<file path="src/logic/idann_params.svh">
// layer sizes, bit widths and readout byte count for the idann tile
`ifndef IDANN_PARAMS_SVH
`define IDANN_PARAMS_SVH

// network shape
`define IDANN_N_IN       4   // binary inputs
`define IDANN_N_HID      8   // hidden neurons

// datapath widths
`define IDANN_W_BITS     4   // signed weight
`define IDANN_HID_BITS   10  // relu activation, unsigned
`define IDANN_OUT_BITS   23  // output accumulator, signed
`define IDANN_LOSS_BITS  46  // squared error, twice the accumulator

// 32 hidden weights then 8 output weights
`define IDANN_N_WEIGHTS  40

// 3 result bytes + 6 loss bytes on the readout mux
`define IDANN_RD_BYTES   9

`endif

</file>
<file path="src/logic/idann_pkg.sv">
// idann_pkg with datapath types, pin command structs and sequencer state enum
`default_nettype none
`include "idann_params.svh"

package idann_pkg;

  // datapath scalars
  typedef logic signed [`IDANN_W_BITS-1:0]    weight_t;  // two's complement weight
  typedef logic        [`IDANN_HID_BITS-1:0]  hid_act_t; // relu output, never negative
  typedef logic signed [`IDANN_OUT_BITS-1:0]  out_acc_t; // output neuron sum
  typedef logic        [`IDANN_LOSS_BITS-1:0] loss_t;    // (result - target)^2

  // one weight write from the pins, valid for a single cycle
  typedef struct packed {
    logic       valid;
    logic [5:0] addr;   // bank-local address after decode
    weight_t    w;
  } weight_wr_t;

  // run command, start is a one-cycle strobe
  typedef struct packed {
    logic       start;
    logic [3:0] x;      // binary input vector
    weight_t    target; // signed 4-bit target
  } run_cmd_t;

  // latched outcome of the last run
  typedef struct packed {
    out_acc_t result;
    loss_t    loss;
  } nn_result_t;

  // run sequencer states
  typedef enum logic [2:0] {
    ST_IDLE      = 3'd0,
    ST_HID_PASS  = 3'd1,
    ST_OUT_MAC   = 3'd2,
    ST_LOSS_CALC = 3'd3,
    ST_DONE      = 3'd4
  } nn_state_e;

endpackage : idann_pkg

`default_nettype wire

</file>
<file path="src/logic/hidden_neuron.sv">
// hidden_neuron module, binary-input weighted sum with relu and output register
`include "idann_params.svh"
`default_nettype none
`timescale 1ns/1ns

module hidden_neuron import idann_pkg::*; (
  input  wire                          clk_i,
  input  wire                          rst_n_i,
  input  wire                          en_i,   // hidden pass strobe
  input  wire  [`IDANN_N_IN-1:0]       x_i,    // binary inputs
  input  weight_t [`IDANN_N_IN-1:0]    w_i,    // one weight per input
  output hid_act_t                     act_o
);

  localparam int SUM_BITS = `IDANN_W_BITS + 2; // four 4-bit terms need 2 guard bits

  logic signed [SUM_BITS-1:0] sum;
  hid_act_t                   relu;
  hid_act_t                   act_q;

  // x is binary so each product is just the weight or nothing
  always_comb begin
    sum = '0;
    for (int k = 0; k < `IDANN_N_IN; k++) begin
      if (x_i[k]) sum = sum + SUM_BITS'(w_i[k]); // sign-extends the weight
    end
  end

  // relu clamps negatives to zero
  assign relu = sum[SUM_BITS-1] ? '0
                                : {{(`IDANN_HID_BITS - SUM_BITS){1'b0}}, sum};

  always_ff @(posedge clk_i or negedge rst_n_i) begin
    if (!rst_n_i) begin
      act_q <= '0;
    end else if (en_i) begin
      act_q <= relu;
    end
  end

  assign act_o = act_q;

endmodule : hidden_neuron

`default_nettype wire

</file>
<file path="src/logic/io_decode.sv">
// io_decode module splitting tile pins into weight writes, run commands and readout bytes
`include "idann_params.svh"
`default_nettype none
`timescale 1ns/1ns

module io_decode import idann_pkg::*; (
  input  wire         clk_i,
  input  wire         rst_n_i,
  input  wire  [7:0]  ui_i,
  input  wire  [7:0]  uio_i,
  input  wire         done_i,    // run finished and result stable
  input  nn_result_t  result_i,
  output weight_wr_t  hid_wr_o,  // to hidden bank for addr 0..31
  output weight_wr_t  out_wr_o,  // to output bank rebased to 0..7
  output run_cmd_t    cmd_o,
  output logic [7:0]  uo_o,
  output logic [7:0]  uio_o,
  output logic [7:0]  uio_oe_o
);

  // pin command decode
  logic       wr_cmd;    // ui[6] high
  logic       start_cmd; // ui[7] high and ui[6] low
  logic       rd_cmd;    // neither so ui[3:0] is a byte select
  logic       hid_hit;   // address below 32
  logic       out_hit;   // address 32..39
  logic [3:0] sel_q;     // registered readout select

  // readout image with lsb byte first
  logic [`IDANN_RD_BYTES-1:0][7:0] rd_bytes;

  assign wr_cmd    = ui_i[6];
  assign start_cmd = ui_i[7] & ~ui_i[6];
  assign rd_cmd    = ~ui_i[7] & ~ui_i[6];

  assign hid_hit = ~ui_i[5];                 // 0..31
  assign out_hit = (ui_i[5:3] == 3'b100);    // 32..39 while 40..63 fall through

  // weight write ports are combinational so the bank updates on the next edge
  assign hid_wr_o.valid = wr_cmd & hid_hit;
  assign hid_wr_o.addr  = ui_i[5:0];
  assign hid_wr_o.w     = uio_i[3:0];

  assign out_wr_o.valid = wr_cmd & out_hit;
  assign out_wr_o.addr  = {3'b000, ui_i[2:0]}; // rebase 32..39 to 0..7
  assign out_wr_o.w     = uio_i[3:0];

  // start strobe sampled by the sequencer on this same edge
  assign cmd_o.start  = start_cmd;
  assign cmd_o.x      = ui_i[3:0];
  assign cmd_o.target = uio_i[3:0];

  // select only follows the pins in readout mode
  always_ff @(posedge clk_i or negedge rst_n_i) begin
    if (!rst_n_i) begin
      sel_q <= 4'd0;
    end else if (rd_cmd) begin
      sel_q <= ui_i[3:0];
    end
  end

  // result sign-extended to 24 bits and loss zero-extended to 48 bits
  assign rd_bytes = {2'b00, result_i.loss,
                     result_i.result[`IDANN_OUT_BITS-1], result_i.result};

  assign uo_o = (sel_q < 4'(`IDANN_RD_BYTES)) ? rd_bytes[sel_q] : 8'h00; // 9..15 read zero

  assign uio_o    = {done_i, 7'b000_0000}; // done flag on bidir pin 7
  assign uio_oe_o = 8'h80;                 // only bit 7 drives

endmodule : io_decode

`default_nettype wire

</file>
<file path="src/logic/output_neuron.sv">
// output_neuron module, serial mac over hidden activations and squared-error loss
`include "idann_params.svh"
`default_nettype none
`timescale 1ns/1ns

module output_neuron import idann_pkg::*; (
  input  wire                           clk_i,
  input  wire                           rst_n_i,
  input  wire                           mac_en_i,   // accumulate this cycle
  input  wire  [2:0]                    mac_idx_i,  // which hidden neuron
  input  wire                           loss_en_i,  // latch result and loss
  input  hid_act_t [`IDANN_N_HID-1:0]   acts_i,
  input  weight_t  [`IDANN_N_HID-1:0]   w_i,
  input  weight_t                       target_i,
  output nn_result_t                    result_o
);

  // unsigned act gets a zero msb so the signed multiply keeps it positive
  localparam int ACT_S_BITS = `IDANN_HID_BITS + 1;
  localparam int PROD_BITS  = ACT_S_BITS + `IDANN_W_BITS;

  hid_act_t                     act_sel;
  weight_t                      w_sel;
  logic signed [ACT_S_BITS-1:0] act_s;
  logic signed [PROD_BITS-1:0]  prod;
  out_acc_t                     prod_ext;
  out_acc_t                     acc_base;   // zero at idx 0 restarts the sum
  out_acc_t                     acc_q;
  out_acc_t                     target_ext;
  out_acc_t                     diff;
  logic signed [`IDANN_LOSS_BITS-1:0] sq;
  nn_result_t                   result_q;

  // pick one neuron per mac cycle, one shared multiplier
  assign act_sel = acts_i[mac_idx_i];
  assign w_sel   = w_i[mac_idx_i];
  assign act_s   = $signed({1'b0, act_sel});
  assign prod    = act_s * w_sel;
  assign prod_ext = {{(`IDANN_OUT_BITS - PROD_BITS){prod[PROD_BITS-1]}}, prod};

  assign acc_base = (mac_idx_i == 3'd0) ? '0 : acc_q;

  always_ff @(posedge clk_i or negedge rst_n_i) begin
    if (!rst_n_i) begin
      acc_q <= '0;
    end else if (mac_en_i) begin
      acc_q <= acc_base + prod_ext;
    end
  end

  // error against target, sign-extended to accumulator width
  assign target_ext = {{(`IDANN_OUT_BITS - `IDANN_W_BITS){target_i[`IDANN_W_BITS-1]}}, target_i};
  assign diff       = acc_q - target_ext;
  assign sq         = diff * diff;          // 23x23 signed into 46 bits, always >= 0

  always_ff @(posedge clk_i or negedge rst_n_i) begin
    if (!rst_n_i) begin
      result_q <= '0;
    end else if (loss_en_i) begin
      result_q.result <= acc_q;
      result_q.loss   <= $unsigned(sq);
    end
  end

  assign result_o = result_q;

  // loss must see the finished sum so it cannot share a cycle with the mac
  a_loss_after_mac : assert property (
    @(posedge clk_i) disable iff (!rst_n_i)
    !(loss_en_i && mac_en_i)
  ) else $error("output_neuron loss_en during mac_en");

endmodule : output_neuron

`default_nettype wire

</file>
<file path="src/logic/state_mach.sv">
// state_mach module, run sequencer for hidden pass, output mac, loss and done
`include "idann_params.svh"
`default_nettype none
`timescale 1ns/1ns

module state_mach import idann_pkg::*; (
  input  wire         clk_i,
  input  wire         rst_n_i,
  input  run_cmd_t    cmd_i,
  output logic        hid_en_o,   // one cycle, hidden regs load
  output logic        mac_en_o,   // eight cycles of output mac
  output logic [2:0]  mac_idx_o,  // hidden neuron being accumulated
  output logic        loss_en_o,  // result and loss load
  output logic        done_o,
  output logic [3:0]  x_o,        // latched input vector
  output weight_t     target_o    // latched target
);

  nn_state_e  state_q;
  logic [2:0] cnt_q;
  logic [3:0] x_q;
  weight_t    target_q;
  logic       accept;             // start seen while not busy

  // a start mid-run is dropped
  assign accept = cmd_i.start & ((state_q == ST_IDLE) | (state_q == ST_DONE));

  always_ff @(posedge clk_i or negedge rst_n_i) begin
    if (!rst_n_i) begin
      state_q <= ST_IDLE;
      cnt_q   <= 3'd0;
    end else begin
      case (state_q)
        ST_IDLE, ST_DONE: if (accept) state_q <= ST_HID_PASS;
        ST_HID_PASS: begin
          state_q <= ST_OUT_MAC;
          cnt_q   <= 3'd0;                    // mac starts at neuron 0
        end
        ST_OUT_MAC: begin
          cnt_q <= cnt_q + 3'd1;
          if (cnt_q == 3'(`IDANN_N_HID - 1)) state_q <= ST_LOSS_CALC;
        end
        ST_LOSS_CALC: state_q <= ST_DONE;
        default:      state_q <= ST_IDLE;
      endcase
    end
  end

  // command payload, only meaningful once a run is accepted
  always_ff @(posedge clk_i) begin
    if (accept) begin
      x_q      <= cmd_i.x;
      target_q <= cmd_i.target;
    end
  end

  assign hid_en_o  = (state_q == ST_HID_PASS);
  assign mac_en_o  = (state_q == ST_OUT_MAC);
  assign mac_idx_o = cnt_q;
  assign loss_en_o = (state_q == ST_LOSS_CALC);
  assign done_o    = (state_q == ST_DONE);
  assign x_o       = x_q;
  assign target_o  = target_q;

  // hidden pass never overlaps mac and hands over to mac index 0
  a_hid_then_mac : assert property (
    @(posedge clk_i) disable iff (!rst_n_i)
    hid_en_o |-> !mac_en_o ##1 (mac_en_o && mac_idx_o == 3'd0)
  ) else $error("state_mach hid_en overlap or bad mac handover");

  // mac index walks 0..7 one step per cycle
  a_mac_idx_step : assert property (
    @(posedge clk_i) disable iff (!rst_n_i)
    (mac_en_o && mac_idx_o != 3'd0) |-> ($past(mac_en_o) && mac_idx_o == $past(mac_idx_o) + 3'd1)
  ) else $error("state_mach mac_idx %0d out of sequence", mac_idx_o);

endmodule : state_mach

`default_nettype wire

</file>
<file path="src/logic/tt_um_idann.sv">
// tt_um_idann tile top level wiring decode, weight banks, sequencer and neurons
`include "idann_params.svh"
`default_nettype none
`timescale 1ns/1ns

module tt_um_idann import idann_pkg::*; (
  input  wire        clk_i,
  input  wire        rst_n_i,
  input  wire        ena_i,     // high whenever powered
  input  wire  [7:0] ui_i,      // command pins
  input  wire  [7:0] uio_i,     // weight or target nibble
  output wire  [7:0] uo_o,      // readout byte
  output wire  [7:0] uio_o,     // done flag on bit 7
  output wire  [7:0] uio_oe_o
);

  // pin decode results
  weight_wr_t hid_wr;
  weight_wr_t out_wr;
  run_cmd_t   cmd;
  nn_result_t result;

  // weights, hidden bank is neuron-major
  weight_t [`IDANN_N_HID*`IDANN_N_IN-1:0] hid_w;
  weight_t [`IDANN_N_HID-1:0]             out_w;

  // sequencer outputs
  logic       hid_en;
  logic       mac_en;
  logic [2:0] mac_idx;
  logic       loss_en;
  logic       done;
  logic [3:0] x;
  weight_t    target;

  hid_act_t [`IDANN_N_HID-1:0] acts;

  wire unused_ena = &{1'b0, ena_i}; // tied high on the tile

  io_decode u_io (
    .clk_i    (clk_i),   .rst_n_i  (rst_n_i),
    .ui_i     (ui_i),    .uio_i    (uio_i),
    .done_i   (done),    .result_i (result),
    .hid_wr_o (hid_wr),  .out_wr_o (out_wr),
    .cmd_o    (cmd),
    .uo_o     (uo_o),    .uio_o    (uio_o),    .uio_oe_o (uio_oe_o)
  );

  weight_bank #(.DEPTH(`IDANN_N_HID*`IDANN_N_IN)) u_hid_bank (
    .clk_i (clk_i), .rst_n_i (rst_n_i), .wr_i (hid_wr), .weights_o (hid_w)
  );

  weight_bank #(.DEPTH(`IDANN_N_HID)) u_out_bank (
    .clk_i (clk_i), .rst_n_i (rst_n_i), .wr_i (out_wr), .weights_o (out_w)
  );

  state_mach u_sm (
    .clk_i     (clk_i),   .rst_n_i   (rst_n_i),  .cmd_i    (cmd),
    .hid_en_o  (hid_en),  .mac_en_o  (mac_en),   .mac_idx_o (mac_idx),
    .loss_en_o (loss_en), .done_o    (done),
    .x_o       (x),       .target_o  (target)
  );

  // neuron j takes weights j*4 .. j*4+3
  for (genvar j = 0; j < `IDANN_N_HID; j++) begin : g_hid
    hidden_neuron u_hn (
      .clk_i   (clk_i),
      .rst_n_i (rst_n_i),
      .en_i    (hid_en),
      .x_i     (x),
      .w_i     (hid_w[j*`IDANN_N_IN +: `IDANN_N_IN]),
      .act_o   (acts[j])
    );
  end

  output_neuron u_on (
    .clk_i     (clk_i),   .rst_n_i   (rst_n_i),
    .mac_en_i  (mac_en),  .mac_idx_i (mac_idx),  .loss_en_i (loss_en),
    .acts_i    (acts),    .w_i       (out_w),    .target_i  (target),
    .result_o  (result)
  );

endmodule : tt_um_idann

`default_nettype wire

</file>
<file path="src/logic/weight_bank.sv">
// weight_bank module, a register file of signed weights with parallel read
`default_nettype none
`timescale 1ns/1ns

module weight_bank import idann_pkg::*; #(
  parameter int DEPTH = 8
) (
  input  wire                    clk_i,
  input  wire                    rst_n_i,
  input  weight_wr_t             wr_i,      // one write per cycle at most
  output weight_t [DEPTH-1:0]    weights_o  // every entry visible at once
);

  localparam int AW = $clog2(DEPTH); // index bits actually used

  weight_t [DEPTH-1:0] mem_q;

  // weights start at zero so an unloaded net outputs zero
  always_ff @(posedge clk_i or negedge rst_n_i) begin
    if (!rst_n_i) begin
      mem_q <= '0;
    end else if (wr_i.valid) begin
      mem_q[wr_i.addr[AW-1:0]] <= wr_i.w;
    end
  end

  assign weights_o = mem_q;

  // the decoder must have dropped or rebased any address outside this bank
  a_wr_in_range : assert property (
    @(posedge clk_i) disable iff (!rst_n_i)
    wr_i.valid |-> (wr_i.addr < 6'(DEPTH))
  ) else $error("weight_bank write addr %0d beyond depth %0d", wr_i.addr, DEPTH);

endmodule : weight_bank

`default_nettype wire

</file>
<file path="config.mk">
export PLATFORM = sky130hd
export DESIGN_NAME = tt_um_idann
export DESIGN_NICKNAME = d
export VERILOG_FILES = /design/src/logic/idann_pkg.sv /design/src/logic/hidden_neuron.sv /design/src/logic/io_decode.sv /design/src/logic/output_neuron.sv /design/src/logic/state_mach.sv /design/src/logic/tt_um_idann.sv /design/src/logic/weight_bank.sv
export VERILOG_INCLUDE_DIRS = /design/src /design/src/logic
export SDC_FILE = /design/constraint.sdc
export NUM_CORES = 2
export LEC_CHECK = 0
export ABC_AREA = 1
export BUFFER_PORTS_ARGS = -buffer_cell sky130_fd_sc_hd__buf_2
export CAP_MARGIN = 10
export CELL_PAD_IN_SITES_DETAIL_PLACEMENT = 1
export CELL_PAD_IN_SITES_GLOBAL_PLACEMENT = 1
export CORE_MARGIN = 5
export CORE_UTILIZATION = 25
export CTS_CLUSTER_DIAMETER = 40
export DETAILED_ROUTE_END_ITERATION = 10
export GPL_TIMING_DRIVEN = 0
export PLACE_DENSITY_LB_ADDON = 0.15
export SLEW_MARGIN = 20
export SYNTH_ARGS = -nofsm -noshare
export SYNTH_HDL_FRONTEND = slang
export SYNTH_SLANG_ARGS = --single-unit
export TNS_END_PERCENT = 1
</file>
<file path="constraint.sdc">
create_clock -name clk_i -period 9.5 [get_ports clk_i]
set_input_delay 0.475 -clock clk_i [delete_from_list [all_inputs] [get_ports clk_i]]
set_output_delay 0.475 -clock clk_i [all_outputs]
set_load 0.01 [all_outputs]
</file>
# Yosys cells after proc, flatten, opt, wreduce, memory -nomap -nowiden
# Index checks and enable logic that the tools add are counted.
# Widths: inputs -> output; s select.
# word_totals
register_bits	350
input_bits	19
output_inout_bits	24
elab_cells	174
# classes
addsub	27
mul	2
magnitude_cmp	7
n_eq_ne	8
mux	58
n_bitwise	9
reduce_logical	7
# ops
operator	count
$mux 6	32
$add 6x4->6	24
$bwmux 128	1
$mul 23x23->46	1
$mux 5	8
$bmux 8 s4	1
$bwmux 32	1
$bmux 10 s3	1
$add 23x15->23	1
$mux 23	1
$sub 23x4->23	1
$demux 4 s5	1
$mux 8	2
$mul 11x4->15	1
$bmux 4 s3	1
$demux 4 s3	1
$mux 4	3
$pmux 3 s4	1
$mux 10	1
$eq 3x3->1 const B	3
$lt 3x4->1 const B	2
$eq 3x2->1 const B	2
$logic_not 3->1	2
$lt 5x6->1 const B	1
16 further kinds	25

# Longest topological paths before layout
# depth
word_depth	8
depth_mapped	47
depth_no_buf	46

# Cells and area by module
# From an unflattened synthesis, not the netlist that was laid out.
# unflattened
cells_unflattened	5954
area_unflattened_um2	44237.4
# by_module_without_submodules
mod	instances	cells_per_inst	area_per_inst_um2	seq_area_each_um2
output_neuron	1	3415	26550.5	2277.2
hidden_neuron at g_hid[0].u_hn ...	7	184	1172.4	125.1
weight_bank at u_hid_bank	1	622	5118.7	3203.1
weight_bank at u_out_bank	1	160	1330.0	800.8
io_decode	1	235	1286.2	100.1
hidden_neuron at g_hid[5].u_hn	1	184	1169.9	125.1
state_mach	1	50	575.6	390.4

# Least setup slack after synthesis
# Ideal clock, no wire load.
# synth_path
kind	reg-to-reg
startpoint	reg u_sm.target_q[3] (netlist: u_sm.target_o[3])
endpoint	reg u_on.result_o[45] (netlist name)
setup_time_ns	0.117
t_arrival_ns	7.693
t_required_ns	9.383
slack_ns	1.690
path_stages_with_launch	37
n_path_buf	2
period_less_slack_ns	7.810
cell_sequence	edfxtp_1 > inv_1 > ha_1 > buf_2 > a21oi_1 > o21ai_0 > nand2_1 > nand2_1 > nand2_1 > nand3_1 > nand2_1 > nand2_2 > buf_4 > nor2_1 > fa_1 > fa_1 > inv_1 > fa_1 > inv_1 > fa_1 > fa_1 > inv_1 > fa_1 > inv_1 > fa_1 > ha_1 > nand2_1 > nor3_1 > nand2_1 > nor2_1 > nand2_1 > nand3_1 > inv_1 > nand2_1 > nand2_1 > nand2_1 > nand2_1
# synth_via
elab_chain_len	2
# synth_rtl
element	line_no	text
start, declared	state_mach.sv:22	weight_t target_q;
start signal, assigned	state_mach.sv:53	target_q <= cmd_i.target;
$sub 23x4->23	output_neuron.sv:53	assign diff = acc_q - target_ext;
$mul 23x23->46	output_neuron.sv:54	assign sq = diff * diff;
# Every way passes these cells.
# A chain may end at the register's enable or synchronous reset.

# Final worst setup path
# layout_path
startpoint	reg u_sm.target_q[3] (netlist: u_sm.target_o[3])
endpoint	reg u_on.result_o[45] (netlist name)
# layout_via
elab_chain_len	2
# layout_rtl
element	line_no
$sub 23x4->23	output_neuron.sv:53
$mul 23x23->46	output_neuron.sv:54
# Every way passes these cells.

==> summary.txt <==
CTS
  – Clk sink count: 309
  – CTS tree: built
  – Clk Tree Root Cell: clkbuf_16
  – Clock transition at path regs: ~60 ps
  – H-tree Lvls: 2
  – Clk buf depth: 3
  – Total CTS buffers: slightly below 60
  – Clk_lat worst skew: 660 ps

Global route
  – GRT Util Overall: a little under a fifth
  – First-pass GRT wire length: about 240 mm
  – Number of global-route vias before repair: 37.7k
  – Grt ovf: 0
  – Largest net degree at the start of global routing: 93
  – Initial antenna violation count: 5

Placement
  – Area post-placement: 44100 um^2
  – Detailed placement HPWL: between 100 and 150 mm
  – Gpl congestion: roughly 0.85
  – PortBufs: 22

Finish
  – Share of layout cells above drive strength 1: 6.23%
  – Commonest non-fill, non-tap cell in the layout: nand2_1
  – Most frequent cells in the layout: nand2_1, inv_1, fa_1
  – Area grow syn2layout: 14.0%
  – Multi-input gate area: just under 30000 um^2
  – Fillers: 19.9k
  – Nets@finish: approximately 6.4k
  – Final Core Density: around 29%
  – FF+latch area: 7770 um^2
  – Fin area: ~47000 um^2

Floorplanning
  – Die width: 415 um
  – # IOs: 43
  – Cell row count: 148
  – Core box area: roughly 160000 um^2
  – Die Y: about 420 um
  – Die area: about 170000 um^2
  – Starting density of the core: 25.2%

Synthesis
  – Simple-Gate Fraction of Synth Area: between 20% and 30%
  – Largest family of logic cells by synthesized area: adder cells
  – Yosys warning count: 0
  – Mapped cell area: just over 40000 um^2
  – Post-synthesis compound-gate area fraction: 8.84%
  – Multiplexer area fraction after synthesis: 0%
  – Seq cells post-synth: ~310
  – Post-synth top flop: dfrtp_1
  – Synth Area in Adders: ~37%
  – Area share of xor/xnor cells in the synthesized design: 1.63%
  – Netlist cell types: between 50 and 60
  – Post-synth EDFFs: 8
  – Synth async-reset ratio: approximately 100%
  – Mean Syn Cell Area: ~7.6 um^2
  – Register area share after synthesis: 18.9%
  – Mapped Cells: ~5.4k

Setup path
  – Required @ worst endpoint: between 10000 and 15000 ps
  – Slowest cell on crit path: fa_2
  – Slowest cell delay on critical path: roughly 700 ps
  – Reg2reg path depth: 37
  – Startpoint class of the critical path: register
  – Crit-path max FO: 18
  – Most used cell, CP: nand2_1
  – Arrival @ worst endpoint: between 9000 and 10000 ps
  – Critical path class: register to register
  – Crit end category: register

Worst hold path
  – Hold Path Class: input pin to register
  – Hold Crit Depth: 1

Timing
  – Worst hold slack: ~82 ps
  – Least-Margin Pin Slew: between 1000 and 1500 ps
  – Tcrit/Tclk final: 96.7%
  – Crit path time final: slightly above 9000 ps
  – Setup violations, final: 0
  – Slew Limit Fails: 0
  – Final Skew: 50.7 ps
  – Fin. Hold Viols: 0
  – Relative slew slack: a little over a fifth
  – Fmax: approximately 0.11 GHz

Run
  – Max-cap violation count: 0

Detailed routing
  – Via count: approximately 35k
  – Routed len/inst: approximately 21 um
  – DRT Wirelength: about 160 mm
  – Detail Route Antenna Nets: 0
  – DR pass1 iterations: 5
  – Remaining DRCs: 0
  – Iteration-0 DRC Markers: about 1.7k
  – Vias per Instance: ~4.6

Status
  – Status: completed
layer usage:
metal	track usage [%]	vias to the layer above	wire length (um)
met3	1.69	161	4490
met2	30.9	440	76100
li1	-	16800	-
met4	4.30	4	3840
met1	26.5	17800	78000
met5	0	-	27
stage by stage:
| step | instances | TNS, ps | setup WS, ps |
|---|---|---|---|
| after global placement | 7589 | -12250 | -1450 |
| after global routing | 7727 | -12.3 | -12.3 |
| after detailed placement | 7597 | -11220 | -1320 |
| after floorplan | 5392 | 0 | 1690 |
| after CTS | 7712 | -87.0 | -87.0 |
| final | 7728 | 0 | 316 |
repair_timing:
item,in CTS,in global routing
hold buffers,1,0
hold endpoints to repair,57,0
pin swaps,0,7
resized for setup,23,57
buffers inserted,4,16
endpoints found under the setup margin,28,25
worst max-delay path, delay by kind of cell, from the launching register on:
family / cells / cell delay (ps)
adder cells (fa/ha/maj): 9 / 4650
AND/OR/NAND/NOR: 16 / 2060
buffers and inverters: 9 / 1410
AO/OA/AOI/OAI: 3 / 470
flip-flops: 1 / 430
Yosys cell counts, drive strengths merged (3+ instances only):
library cell	n	area (um^2)
nand2	1321	4980
inv	1087	4080
fa	556	11100
nor2	461	1750
o21ai	410	2060
ha	319	3990
dfrtp	301	7530
nand3	225	1140
a21oi	187	951
clkbuf	97	364
nand4	89	563
buf	60	374
xor2	36	353
nor3	33	175
xnor2	33	315
or2	30	188
nand3b	27	203
o22ai	25	156
a21o	16	120
o21bai	12	90.1
a31oi	10	62.6
edfxtp	8	240
a21boi	7	52.6
a22oi	5	37.5
clkinv	5	18.8
o211ai	3	22.5
o21a	3	22.5
registers in the layout, summed over array words and instances, names as in the netlist:
name	count
u_out_bank.weights_o	32
g_hid.u_hn.act_o	40
u_hid_bank.weights_o	128
u_sm.x_o	4
u_sm.target_o	4
u_on.result_o	68
u_sm.mac_idx_o	3
u_sm.state_q	3
u_io.sel_q	4
u_on.acc_q	23
path summary, 6_finish.rpt:
path	start	to	slack, ps
max	u_sm.target_o[3]	u_on.result_o[45]	320
min	ui_i[2]	u_sm.x_o[2]	80
max reg2reg	u_sm.target_o[3]	u_on.result_o[45]	320
min reg2reg	u_on.result_o[3]	u_on.result_o[3]	480
max in group asynchronous	rst_n_i	u_on.result_o[10]	7800
min in group asynchronous	rst_n_i	u_hid_bank.weights_o[97]	360
kinds of logic (layout without fill, tap and decap cells):
group / count (synthesis) / in the layout
fa+ha+maj: 875 / 875
other cells: 2 / 17
buf+inv: 1249 / 1409
flops: 309 / 309
xor+xnor: 69 / 69
compound gates: 685 / 685
simple gates: 2189 / 2189
final cells by class:
cell class,count,share of cell area [%]
diodes,1,0.00535
plain buffers,155,1.61
clock buffers,66,3.30
clock inverters,45,1.21
inverters,1092,8.81
multi-input cells,3834,61.6
flip-flops and latches,309,16.6
well taps,2175,5.82
repair buffers,51,1.06
Power is not shown: default switching activity piles up to over one toggle a cycle in this logic, so the estimate is an artifact.
